--- src/source/fx1_pkg.sv ---
`default_nettype none

package fx1_pkg;

	// datapath and instruction field widths
	localparam int quad_w = 128;
	localparam int reg_addr_w = 7;
	localparam int op_w = 11;
	localparam int imm_w = 18;
	localparam int fmt_w = 3;
	// significant opcode bits for the short formats
	localparam int ri10_w = 8;
	localparam int ri16_w = 9;

	// lane widths and lane counts per quadword
	localparam int byte_w = 8;
	localparam int half_w = 16;
	localparam int word_w = 32;
	localparam int byte_lanes = quad_w / byte_w;
	localparam int half_lanes = quad_w / half_w;
	localparam int word_lanes = quad_w / word_w;

	// instruction formats
	localparam logic [fmt_w-1:0] fmt_rr = 3'd0;
	localparam logic [fmt_w-1:0] fmt_ri10 = 3'd4;
	localparam logic [fmt_w-1:0] fmt_ri16 = 3'd5;

	// rr opcodes, full 11 bits
	localparam logic [op_w-1:0] op_nop = 11'b00000000000;
	localparam logic [op_w-1:0] op_ah = 11'b00011001000;
	localparam logic [op_w-1:0] op_a = 11'b00011000000;
	localparam logic [op_w-1:0] op_sfh = 11'b00001001000;
	localparam logic [op_w-1:0] op_sf = 11'b00001000000;
	localparam logic [op_w-1:0] op_and = 11'b00011000001;
	localparam logic [op_w-1:0] op_or = 11'b00001000001;
	localparam logic [op_w-1:0] op_xor = 11'b01001000001;
	localparam logic [op_w-1:0] op_nand = 11'b00011001001;
	localparam logic [op_w-1:0] op_ceqb = 11'b01111010000;
	localparam logic [op_w-1:0] op_ceqh = 11'b01111001000;
	localparam logic [op_w-1:0] op_ceq = 11'b01111000000;
	localparam logic [op_w-1:0] op_cgtb = 11'b01001010000;
	localparam logic [op_w-1:0] op_cgth = 11'b01001001000;
	localparam logic [op_w-1:0] op_cgt = 11'b01001000000;
	localparam logic [op_w-1:0] op_clgtb = 11'b01011010000;
	localparam logic [op_w-1:0] op_clgth = 11'b01011001000;
	localparam logic [op_w-1:0] op_clgt = 11'b01011000000;

	// ri10 opcodes, right-aligned in the op field
	localparam logic [ri10_w-1:0] op_ahi = 8'b00011101;
	localparam logic [ri10_w-1:0] op_ai = 8'b00011100;
	localparam logic [ri10_w-1:0] op_sfhi = 8'b00001101;
	localparam logic [ri10_w-1:0] op_sfi = 8'b00001100;
	localparam logic [ri10_w-1:0] op_andbi = 8'b00010110;
	localparam logic [ri10_w-1:0] op_andhi = 8'b00010101;
	localparam logic [ri10_w-1:0] op_andi = 8'b00010100;
	localparam logic [ri10_w-1:0] op_orbi = 8'b00000110;
	localparam logic [ri10_w-1:0] op_orhi = 8'b00000101;
	localparam logic [ri10_w-1:0] op_ori = 8'b00000100;
	localparam logic [ri10_w-1:0] op_xorbi = 8'b01000110;
	localparam logic [ri10_w-1:0] op_xorhi = 8'b01000101;
	localparam logic [ri10_w-1:0] op_xori = 8'b01000100;
	localparam logic [ri10_w-1:0] op_ceqbi = 8'b01111110;
	localparam logic [ri10_w-1:0] op_ceqhi = 8'b01111101;
	localparam logic [ri10_w-1:0] op_ceqi = 8'b01111100;
	localparam logic [ri10_w-1:0] op_cgtbi = 8'b01001110;
	localparam logic [ri10_w-1:0] op_cgthi = 8'b01001101;
	localparam logic [ri10_w-1:0] op_cgti = 8'b01001100;
	localparam logic [ri10_w-1:0] op_clgtbi = 8'b01011110;
	localparam logic [ri10_w-1:0] op_clgthi = 8'b01011101;
	localparam logic [ri10_w-1:0] op_clgti = 8'b01011100;

	// ri16 immediate loads
	localparam logic [ri16_w-1:0] op_ilh = 9'b010000011;
	localparam logic [ri16_w-1:0] op_ilhu = 9'b010000010;
	localparam logic [ri16_w-1:0] op_iohl = 9'b011000001;

	// execution functions
	localparam int fn_w = 4;
	localparam logic [fn_w-1:0] fn_add = 4'd0;
	localparam logic [fn_w-1:0] fn_sub = 4'd1;
	localparam logic [fn_w-1:0] fn_and = 4'd2;
	localparam logic [fn_w-1:0] fn_or = 4'd3;
	localparam logic [fn_w-1:0] fn_xor = 4'd4;
	localparam logic [fn_w-1:0] fn_nand = 4'd5;
	localparam logic [fn_w-1:0] fn_ceq = 4'd6;
	localparam logic [fn_w-1:0] fn_cgt = 4'd7;
	localparam logic [fn_w-1:0] fn_clgt = 4'd8;
	// result is operand b as decoded
	localparam logic [fn_w-1:0] fn_load = 4'd9;
	// result is old rt value or operand b
	localparam logic [fn_w-1:0] fn_or_rt = 4'd10;

	// lane size codes
	localparam logic [1:0] sz_byte = 2'd0;
	localparam logic [1:0] sz_half = 2'd1;
	localparam logic [1:0] sz_word = 2'd2;

	// one quadword, three lane views, lane 0 in the top bits
	typedef union packed {
		logic [0:byte_lanes-1][byte_w-1:0] b;
		logic [0:half_lanes-1][half_w-1:0] h;
		logic [0:word_lanes-1][word_w-1:0] w;
	} quad_t;

	// signed clamp limits
	localparam logic [half_w-1:0] half_max = {1'b0, {(half_w - 1){1'b1}}};
	localparam logic [half_w-1:0] half_min = {1'b1, {(half_w - 1){1'b0}}};
	localparam logic [word_w-1:0] word_max = {1'b0, {(word_w - 1){1'b1}}};
	localparam logic [word_w-1:0] word_min = {1'b1, {(word_w - 1){1'b0}}};

endpackage

`default_nettype wire

--- src/source/fx1_compare.sv ---
`timescale 1ns/1ps
`default_nettype none

module fx1_compare (
	input wire logic [fx1_pkg::fn_w-1:0] func,
	input wire logic [1:0] size,
	input wire fx1_pkg::quad_t a,
	input wire fx1_pkg::quad_t b,
	output fx1_pkg::quad_t mask
);
	import fx1_pkg::*;

	// choose the relation the function asks for
	function automatic logic pick(
		input logic [fn_w-1:0] f,
		input logic eq,
		input logic gt,
		input logic lgt
	);
		case (f)
			fn_ceq: return eq;
			fn_cgt: return gt;
			fn_clgt: return lgt;
			default: return 1'b0;
		endcase
	endfunction

	always_comb begin
		mask = '0;
		case (size)
			sz_byte: begin
				for (int i = 0; i < byte_lanes; i++) begin
					mask.b[i] = {byte_w{pick(func, a.b[i] == b.b[i],
						$signed(a.b[i]) > $signed(b.b[i]), a.b[i] > b.b[i])}};
				end
			end
			sz_half: begin
				for (int i = 0; i < half_lanes; i++) begin
					mask.h[i] = {half_w{pick(func, a.h[i] == b.h[i],
						$signed(a.h[i]) > $signed(b.h[i]), a.h[i] > b.h[i])}};
				end
			end
			default: begin
				// word view
				for (int i = 0; i < word_lanes; i++) begin
					mask.w[i] = {word_w{pick(func, a.w[i] == b.w[i],
						$signed(a.w[i]) > $signed(b.w[i]), a.w[i] > b.w[i])}};
				end
			end
		endcase
	end

endmodule

`default_nettype wire

--- src/source/fx1_decode.sv ---
`timescale 1ns/1ps
`default_nettype none

module fx1_decode (
	input wire logic [fx1_pkg::fmt_w-1:0] format,
	input wire logic [fx1_pkg::op_w-1:0] op,
	input wire logic [fx1_pkg::imm_w-1:0] imm,
	input wire fx1_pkg::quad_t rb,
	input wire logic reg_write,
	output logic [fx1_pkg::fn_w-1:0] func,
	output logic [1:0] size,
	output fx1_pkg::quad_t opnd_b,
	output logic wr_en,
	output logic squash
);
	import fx1_pkg::*;

	// imm10 sign-extended to halfword and word lanes
	logic [half_w-1:0] imm10_h;
	logic [word_w-1:0] imm10_w;
	logic [half_w-1:0] imm16;

	assign imm10_h = {{(half_w - 10){imm[9]}}, imm[9:0]};
	assign imm10_w = {{(word_w - 10){imm[9]}}, imm[9:0]};
	assign imm16 = imm[half_w-1:0];

	always_comb begin
		func = fn_add;
		size = sz_word;
		squash = 1'b0;
		opnd_b = rb;
		case (format)
			fmt_rr: begin
				case (op)
					op_ah: {func, size} = {fn_add, sz_half};
					op_a: {func, size} = {fn_add, sz_word};
					op_sfh: {func, size} = {fn_sub, sz_half};
					op_sf: {func, size} = {fn_sub, sz_word};
					op_and: func = fn_and;
					op_or: func = fn_or;
					op_xor: func = fn_xor;
					op_nand: func = fn_nand;
					op_ceqb: {func, size} = {fn_ceq, sz_byte};
					op_ceqh: {func, size} = {fn_ceq, sz_half};
					op_ceq: {func, size} = {fn_ceq, sz_word};
					op_cgtb: {func, size} = {fn_cgt, sz_byte};
					op_cgth: {func, size} = {fn_cgt, sz_half};
					op_cgt: {func, size} = {fn_cgt, sz_word};
					op_clgtb: {func, size} = {fn_clgt, sz_byte};
					op_clgth: {func, size} = {fn_clgt, sz_half};
					op_clgt: {func, size} = {fn_clgt, sz_word};
					// nop turns into a bubble
					op_nop: squash = 1'b1;
					default: squash = 1'b1;
				endcase
			end
			fmt_ri10: begin
				// upper op bits must be zero for a short opcode
				if (op[op_w-1:ri10_w] != '0) begin
					squash = 1'b1;
				end
				case (op[ri10_w-1:0])
					op_ahi: {func, size} = {fn_add, sz_half};
					op_ai: {func, size} = {fn_add, sz_word};
					op_sfhi: {func, size} = {fn_sub, sz_half};
					op_sfi: {func, size} = {fn_sub, sz_word};
					op_andbi: {func, size} = {fn_and, sz_byte};
					op_andhi: {func, size} = {fn_and, sz_half};
					op_andi: {func, size} = {fn_and, sz_word};
					op_orbi: {func, size} = {fn_or, sz_byte};
					op_orhi: {func, size} = {fn_or, sz_half};
					op_ori: {func, size} = {fn_or, sz_word};
					op_xorbi: {func, size} = {fn_xor, sz_byte};
					op_xorhi: {func, size} = {fn_xor, sz_half};
					op_xori: {func, size} = {fn_xor, sz_word};
					op_ceqbi: {func, size} = {fn_ceq, sz_byte};
					op_ceqhi: {func, size} = {fn_ceq, sz_half};
					op_ceqi: {func, size} = {fn_ceq, sz_word};
					op_cgtbi: {func, size} = {fn_cgt, sz_byte};
					op_cgthi: {func, size} = {fn_cgt, sz_half};
					op_cgti: {func, size} = {fn_cgt, sz_word};
					op_clgtbi: {func, size} = {fn_clgt, sz_byte};
					op_clgthi: {func, size} = {fn_clgt, sz_half};
					op_clgti: {func, size} = {fn_clgt, sz_word};
					default: squash = 1'b1;
				endcase
				// immediate replicated into every lane of the chosen size
				case (size)
					sz_byte: for (int i = 0; i < byte_lanes; i++) opnd_b.b[i] = imm[byte_w-1:0];
					sz_half: for (int i = 0; i < half_lanes; i++) opnd_b.h[i] = imm10_h;
					default: for (int i = 0; i < word_lanes; i++) opnd_b.w[i] = imm10_w;
				endcase
			end
			fmt_ri16: begin
				func = fn_load;
				if (op[op_w-1:ri16_w] != '0) begin
					squash = 1'b1;
				end
				case (op[ri16_w-1:0])
					op_ilh: for (int i = 0; i < half_lanes; i++) opnd_b.h[i] = imm16;
					op_ilhu: for (int i = 0; i < word_lanes; i++) opnd_b.w[i] = {imm16, 16'h0000};
					op_iohl: begin
						func = fn_or_rt;
						for (int i = 0; i < word_lanes; i++) opnd_b.w[i] = {16'h0000, imm16};
					end
					default: squash = 1'b1;
				endcase
			end
			// format 6 and the rest are not executed here
			default: squash = 1'b1;
		endcase
	end

	// a bubble never writes
	assign wr_en = reg_write && !squash;

endmodule

`default_nettype wire

--- src/source/fx1_hazard.sv ---
`timescale 1ns/1ps
`default_nettype none

module fx1_hazard (
	input wire logic reset,
	input wire logic [fx1_pkg::reg_addr_w-1:0] st0_addr,
	input wire logic st0_write,
	input wire logic [fx1_pkg::reg_addr_w-1:0] ra_odd_addr,
	input wire logic [fx1_pkg::reg_addr_w-1:0] rb_odd_addr,
	input wire logic [fx1_pkg::reg_addr_w-1:0] ra_even_addr,
	input wire logic [fx1_pkg::reg_addr_w-1:0] rb_even_addr,
	input wire logic [fx1_pkg::reg_addr_w-1:0] rc_even_addr,
	output logic stall_odd_raw,
	output logic stall_even_raw
);
	logic odd_hit;
	logic even_hit;

	// source of the next issue matches the pending destination
	assign odd_hit = (st0_addr == ra_odd_addr) || (st0_addr == rb_odd_addr);
	assign even_hit = (st0_addr == ra_even_addr) || (st0_addr == rb_even_addr)
		|| (st0_addr == rc_even_addr);

	// only a writing instruction can cause a hazard
	assign stall_odd_raw = !reset && st0_write && odd_hit;
	assign stall_even_raw = !reset && st0_write && even_hit;

endmodule

`default_nettype wire

--- src/source/fx1_saturate.sv ---
`timescale 1ns/1ps
`default_nettype none

module fx1_saturate (
	input wire logic [fx1_pkg::fn_w-1:0] func,
	input wire logic [1:0] size,
	input wire fx1_pkg::quad_t a,
	input wire fx1_pkg::quad_t b,
	output fx1_pkg::quad_t sum
);
	import fx1_pkg::*;

	// one guard bit above each lane
	logic [half_w:0] raw_h;
	logic [word_w:0] raw_w;
	logic [half_w:0] a_h;
	logic [half_w:0] b_h;
	logic [word_w:0] a_w;
	logic [word_w:0] b_w;

	always_comb begin
		sum = '0;
		raw_h = '0;
		raw_w = '0;
		a_h = '0;
		b_h = '0;
		a_w = '0;
		b_w = '0;
		if (size == sz_half) begin
			for (int i = 0; i < half_lanes; i++) begin
				a_h = {a.h[i][half_w-1], a.h[i]};
				b_h = {b.h[i][half_w-1], b.h[i]};
				// subtract-from is b minus a
				raw_h = (func == fn_sub) ? b_h - a_h : a_h + b_h;
				// guard and sign differ only on overflow
				if (raw_h[half_w] != raw_h[half_w-1]) begin
					sum.h[i] = raw_h[half_w] ? half_min : half_max;
				end else begin
					sum.h[i] = raw_h[half_w-1:0];
				end
			end
		end else begin
			// word lanes, same clamp with the wider limits
			for (int i = 0; i < word_lanes; i++) begin
				a_w = {a.w[i][word_w-1], a.w[i]};
				b_w = {b.w[i][word_w-1], b.w[i]};
				raw_w = (func == fn_sub) ? b_w - a_w : a_w + b_w;
				if (raw_w[word_w] != raw_w[word_w-1]) begin
					sum.w[i] = raw_w[word_w] ? word_min : word_max;
				end else begin
					sum.w[i] = raw_w[word_w-1:0];
				end
			end
		end
	end

endmodule

`default_nettype wire

--- src/source/fx1_unit.sv ---
`timescale 1ns/1ps
`default_nettype none

module fx1_unit #(
	parameter int wb_depth = 2
) (
	input wire logic clk,
	input wire logic reset,
	input wire logic [fx1_pkg::fmt_w-1:0] format,
	input wire logic [fx1_pkg::op_w-1:0] op,
	input wire logic [fx1_pkg::imm_w-1:0] imm,
	input wire logic [fx1_pkg::reg_addr_w-1:0] rt_addr,
	input wire logic reg_write,
	input wire logic branch_taken,
	input wire fx1_pkg::quad_t ra,
	input wire fx1_pkg::quad_t rb,
	input wire fx1_pkg::quad_t rt_st,
	input wire logic [fx1_pkg::reg_addr_w-1:0] ra_odd_addr,
	input wire logic [fx1_pkg::reg_addr_w-1:0] rb_odd_addr,
	input wire logic [fx1_pkg::reg_addr_w-1:0] ra_even_addr,
	input wire logic [fx1_pkg::reg_addr_w-1:0] rb_even_addr,
	input wire logic [fx1_pkg::reg_addr_w-1:0] rc_even_addr,
	output fx1_pkg::quad_t rt_wb,
	output logic [fx1_pkg::reg_addr_w-1:0] rt_addr_wb,
	output logic reg_write_wb,
	output logic stall_odd_raw,
	output logic stall_even_raw
);
	import fx1_pkg::*;

	// decoded controls
	logic [fn_w-1:0] func;
	logic [1:0] size;
	quad_t opnd_b;
	logic wr_en;
	logic squash;
	// lane results
	quad_t sum;
	quad_t mask;
	// pending destination for the RAW check
	logic [reg_addr_w-1:0] st0_addr;
	logic st0_write;

	fx1_decode decode_i (
		.format(format),
		.op(op),
		.imm(imm),
		.rb(rb),
		.reg_write(reg_write),
		.func(func),
		.size(size),
		.opnd_b(opnd_b),
		.wr_en(wr_en),
		.squash(squash)
	);

	fx1_saturate saturate_i (
		.func(func),
		.size(size),
		.a(ra),
		.b(opnd_b),
		.sum(sum)
	);

	fx1_compare compare_i (
		.func(func),
		.size(size),
		.a(ra),
		.b(opnd_b),
		.mask(mask)
	);

	fx1_writeback_pipe #(
		.wb_depth(wb_depth)
	) writeback_i (
		.clk(clk),
		.reset(reset),
		.func(func),
		.a(ra),
		.b(opnd_b),
		.rt_st(rt_st),
		.sum(sum),
		.mask(mask),
		.rt_addr(rt_addr),
		.wr_en(wr_en),
		.squash(squash),
		.branch_taken(branch_taken),
		.rt_wb(rt_wb),
		.rt_addr_wb(rt_addr_wb),
		.reg_write_wb(reg_write_wb),
		.st0_addr(st0_addr),
		.st0_write(st0_write)
	);

	fx1_hazard hazard_i (
		.reset(reset),
		.st0_addr(st0_addr),
		.st0_write(st0_write),
		.ra_odd_addr(ra_odd_addr),
		.rb_odd_addr(rb_odd_addr),
		.ra_even_addr(ra_even_addr),
		.rb_even_addr(rb_even_addr),
		.rc_even_addr(rc_even_addr),
		.stall_odd_raw(stall_odd_raw),
		.stall_even_raw(stall_even_raw)
	);

endmodule

`default_nettype wire

--- src/source/fx1_writeback_pipe.sv ---
`timescale 1ns/1ps
`default_nettype none

module fx1_writeback_pipe #(
	parameter int wb_depth = 2
) (
	input wire logic clk,
	input wire logic reset,
	input wire logic [fx1_pkg::fn_w-1:0] func,
	input wire fx1_pkg::quad_t a,
	input wire fx1_pkg::quad_t b,
	input wire fx1_pkg::quad_t rt_st,
	input wire fx1_pkg::quad_t sum,
	input wire fx1_pkg::quad_t mask,
	input wire logic [fx1_pkg::reg_addr_w-1:0] rt_addr,
	input wire logic wr_en,
	input wire logic squash,
	input wire logic branch_taken,
	output fx1_pkg::quad_t rt_wb,
	output logic [fx1_pkg::reg_addr_w-1:0] rt_addr_wb,
	output logic reg_write_wb,
	output logic [fx1_pkg::reg_addr_w-1:0] st0_addr,
	output logic st0_write
);
	import fx1_pkg::*;

	quad_t result;
	logic kill;
	// entry 0 is written at the issue edge, the last one drives writeback
	quad_t data_q [0:wb_depth-1];
	logic [reg_addr_w-1:0] addr_q [0:wb_depth-1];
	logic write_q [0:wb_depth-1];

	// result select, logical ops evaluated on the whole quadword
	always_comb begin
		case (func)
			fn_add, fn_sub: result = sum;
			fn_and: result = a & b;
			fn_or: result = a | b;
			fn_xor: result = a ^ b;
			fn_nand: result = ~(a & b);
			fn_ceq, fn_cgt, fn_clgt: result = mask;
			fn_load: result = b;
			fn_or_rt: result = rt_st | b;
			default: result = '0;
		endcase
	end

	// bubbles and squashed slots carry nothing
	assign kill = squash || branch_taken;

	always_ff @(posedge clk) begin
		if (reset) begin
			for (int i = 0; i < wb_depth; i++) begin
				data_q[i] <= '0;
				addr_q[i] <= '0;
				write_q[i] <= 1'b0;
			end
		end else begin
			data_q[0] <= kill ? '0 : result;
			addr_q[0] <= kill ? '0 : rt_addr;
			write_q[0] <= wr_en && !kill;
			for (int i = 1; i < wb_depth; i++) begin
				data_q[i] <= data_q[i-1];
				addr_q[i] <= addr_q[i-1];
				write_q[i] <= write_q[i-1];
			end
		end
	end

	assign rt_wb = data_q[wb_depth-1];
	assign rt_addr_wb = addr_q[wb_depth-1];
	assign reg_write_wb = write_q[wb_depth-1];
	// stage 0 for the RAW check
	assign st0_addr = addr_q[0];
	assign st0_write = write_q[0];

endmodule

`default_nettype wire

--- config.mk ---
export PLATFORM = sky130hd
export DESIGN_NAME = fx1_unit
export DESIGN_NICKNAME = d
export VERILOG_FILES = /design/src/source/fx1_pkg.sv /design/src/source/fx1_compare.sv /design/src/source/fx1_decode.sv /design/src/source/fx1_hazard.sv /design/src/source/fx1_saturate.sv /design/src/source/fx1_unit.sv /design/src/source/fx1_writeback_pipe.sv
export SDC_FILE = /design/constraint.sdc
export NUM_CORES = 2
export LEC_CHECK = 0
export ABC_AREA = 1
export ABC_CLOCK_PERIOD_IN_PS = 7700
export BUFFER_PORTS_ARGS = -buffer_cell sky130_fd_sc_hd__buf_2
export CELL_PAD_IN_SITES_DETAIL_PLACEMENT = 1
export CELL_PAD_IN_SITES_GLOBAL_PLACEMENT = 2
export CORE_MARGIN = 2
export CORE_UTILIZATION = 28
export DETAILED_ROUTE_END_ITERATION = 8
export PLACE_DENSITY = 0.79
export SLEW_MARGIN = 0
export SYNTH_ARGS = -nofsm -noshare
export SYNTH_HDL_FRONTEND = slang
export SYNTH_HIERARCHICAL = 1
export SYNTH_SLANG_ARGS = --single-unit
export TNS_END_PERCENT = 20
--- constraint.sdc ---
create_clock -name clk -period 7.7 [get_ports clk]
set_input_delay 1.54 -clock clk [delete_from_list [all_inputs] [get_ports clk]]
set_output_delay 1.54 -clock clk [all_outputs]
set_load 0.01 [all_outputs]
==> impl_metrics.toml <==
[layout]
fin_area_um2 = 57000
multi_input_area_um2 = 36700
seq_area_um2 = 5450
nets = 10763
num-fill-cells = 24687
drive_gt1_share_pct = 11.4
area_growth_pct = 12.2

[drt]
wl_per_cell_um = 24.1
dr.pass1.iters = 6
dr.first_iter.drc_count = 3919
drc = 0
vias = 61936
viasPerCell = 5.06
final_antenna_net_count = 0
wirelength_um = 294000

[global_routing]
grt_usage_pct = 30.8
grt_pass1_wl_um = 421000
grt_pass1_vias = 62630
gr-total-overflow = 0
grt_max_degree = 95
antenna_found_initial = 59

[clock_network]
root_buffer = "clkbuf_16"
clk_pin_slew_ps = 60
clkSinkCount = 272
cts_made_buffers = 38
cts_tree = "built"
ctsHtreeMaxLevel = 2
clk_path_buf_depth = 3
post_cts_buffers = 0
cts-resized-gates = 0
cts.hold.buffers_added = 0
insertion_delay_ps = 700

[synth]
synth_top_cell_area_share_pct = 24.6
ys.flop_type = "dfxtp_1"
synthArstFlopShare_pct = 0
synth_top_area_cell = "nand2_1"
synth_seq_cells = 272
yosysSeqAreaShare_pct = 10.7
synth.most_common_cell = "nand2_1"
yosys_warnings = 6
synth.area.top_cells = "nand2_1 25%, ha_1 12%, dfxtp_1 11%"
ys_top_cells_by_count = "3,327 x nand2_1, 1,409 x inv_1, 1,120 x nor2_1"
synth_cells = 9437
avgSynthCellArea_um2 = 5.38
synth_cell_types = 65
syn_nets = 10395
syn_area_um2 = 50800
synth_edf_count = 0

[critical_path]
path_class = "primary input to flop"
cpMaxStageDelayCell = "inv_1"
cpPeakStageDelay_ps = 380
cp_max_fo = 11
crit_path_end_kind = "flop"
cpMostUsedCell = "nand2_1"
cp.arrival_ps = 7780
cp.required_ps = 8310
critPathLaunchType = "primary input"

[timing]
finalMaxSlewViolations = 0
setup-violations-final = 0
period_share_pct = 93.1
setup_tns_ps = 0
finalHoldViolations = 0
skew_ps = 25.4
rsz0062_at_grt = "false"
worst_hold_slack_ps = 401
worst_slew_pin_slew_ps = 1190
fin_crit_ps = 7170
slew_headroom_pct = 20.3
fmax_mhz = 139

[placed_design]
port_buffers = 597
place_hpwl_um = 238000
place_congestion = 0.981
place_area_um2 = 55800

[floorplanning]
die_h_um = 430
row_count = 156
die_w_um = 430
dieArea_um2 = 185000
start_util_pct = 28.1
core_area_um2 = 181000
ios = 600

[run]
maxCapViolations = 0

[power_and_ir_drop]
total_power_uw = 9740
power_density_nw_per_um2 = 171
p_leak_uw = 0.0325
vdd_drop_max_mv = 0.143

[min_path]
min_path_type = "flop to flop"

[status]
status = "complete, no violations"
-- registers in the layout, indices dropped and copies added (netlist names) --
name / count
writeback_i/write_q: 2
writeback_i/data_q: 256
writeback_i/addr_q: 14
-- where the power goes --
group	internal, uW	leakage [uW]	switching [uW]	total, uW
clock network	936	0.000546	809	1740
registers	1460	0.00220	18.9	1480
logic	2200	0.0297	4320	6520
-- path summary, 6_finish.rpt --
kind | from | to | slack [ps] | cells after the start
worst min register to register | writeback_i/data_q[0][98]$_SDFF_PP0_ | writeback_i/data_q[0][226]$_SDFF_PP0_ | 400 | 2
worst max register to register | writeback_i/data_q[0][65]$_SDFF_PP0_ | writeback_i/data_q[0][193]$_SDFF_PP0_ | 6710 | 2
worst min-delay path | writeback_i/data_q[0][98]$_SDFF_PP0_ | writeback_i/data_q[0][226]$_SDFF_PP0_ | 400 | 2
worst max-delay path | op[6] | writeback_i/data_q[0][85]$_SDFF_PP0_ | 530 | 44
-- worst max-delay path: cells and delay by family --
kind,cells,cell delay (ps)
fa+ha+maj,2,660
compound gates,4,790
xor+xnor,2,460
mux,1,310
buf+inv,10,1280
simple gates,25,2710
-- metrics by stage --
step	std cells	utilization [%]	worst slack (ps)
finish	12233	31.6	528
global route	12226	31.5	88.7
CTS	12201	31.5	635
detailed placement	12135	30.9	-46.8
global placement	12135	30.9	-35.6
floorplan	9437	-	375
-- area by class of cell --
cell class | count | share of cell area (%)
clock inverter | 15 | 0.209
inverter | 1430 | 9.44
clock buffer | 51 | 1.79
antenna | 32 | 0.141
timing repair buffer | 871 | 9.33
sequential | 272 | 9.56
multi-input combinational | 7192 | 64.3
tap | 2370 | 5.21
-- routing by layer --
| layer | vias up | wire length (um) | track usage, % |
|---|---|---|---|
| met5 | - | 174 | 0 |
| met4 | 26 | 22500 | 20.9 |
| met3 | 594 | 12800 | 3.40 |
| met2 | 1637 | 136000 | 51.6 |
| met1 | 29848 | 123000 | 36.9 |
| li1 | 29831 | - | - |
-- kinds of logic after synthesis --
| kind of cell | Yosys count | share of synthesized area [%] |
|---|---|---|
| mux | 7 | 0.155 |
| flops | 272 | 10.7 |
| simple gates | 5425 | 43.8 |
| xor+xnor | 263 | 4.55 |
| compound gates | 1001 | 11.2 |
| buf+inv | 1973 | 17.3 |
| fa+ha+maj | 496 | 12.3 |
-- layout by cell type (no fill, tap or decap), drive strengths merged, types with 2 or more instances in the layout --
cell type and count:
fa 8, dfxtp 272, nand3b 39, nand2 3364, o41ai 3, clkinvlp 4
o211ai 72, a31oi 21, o21ai 289, or2 22, clkbuf 51, o21bai 42
a21o 25, mux2 7, nor2 1170, nor3 58, o2111ai 2, nand3 676
diode 32, xor2 197, a21boi 39, and2 6, inv 1433, nor4 9
nor3b 2, buf 871, xnor2 66, nand4 77, o31ai 11, o21a 18
ha 488, clkinv 8, and3 2, a22oi 2, a21oi 473
Power figures use the tool's default switching activity.
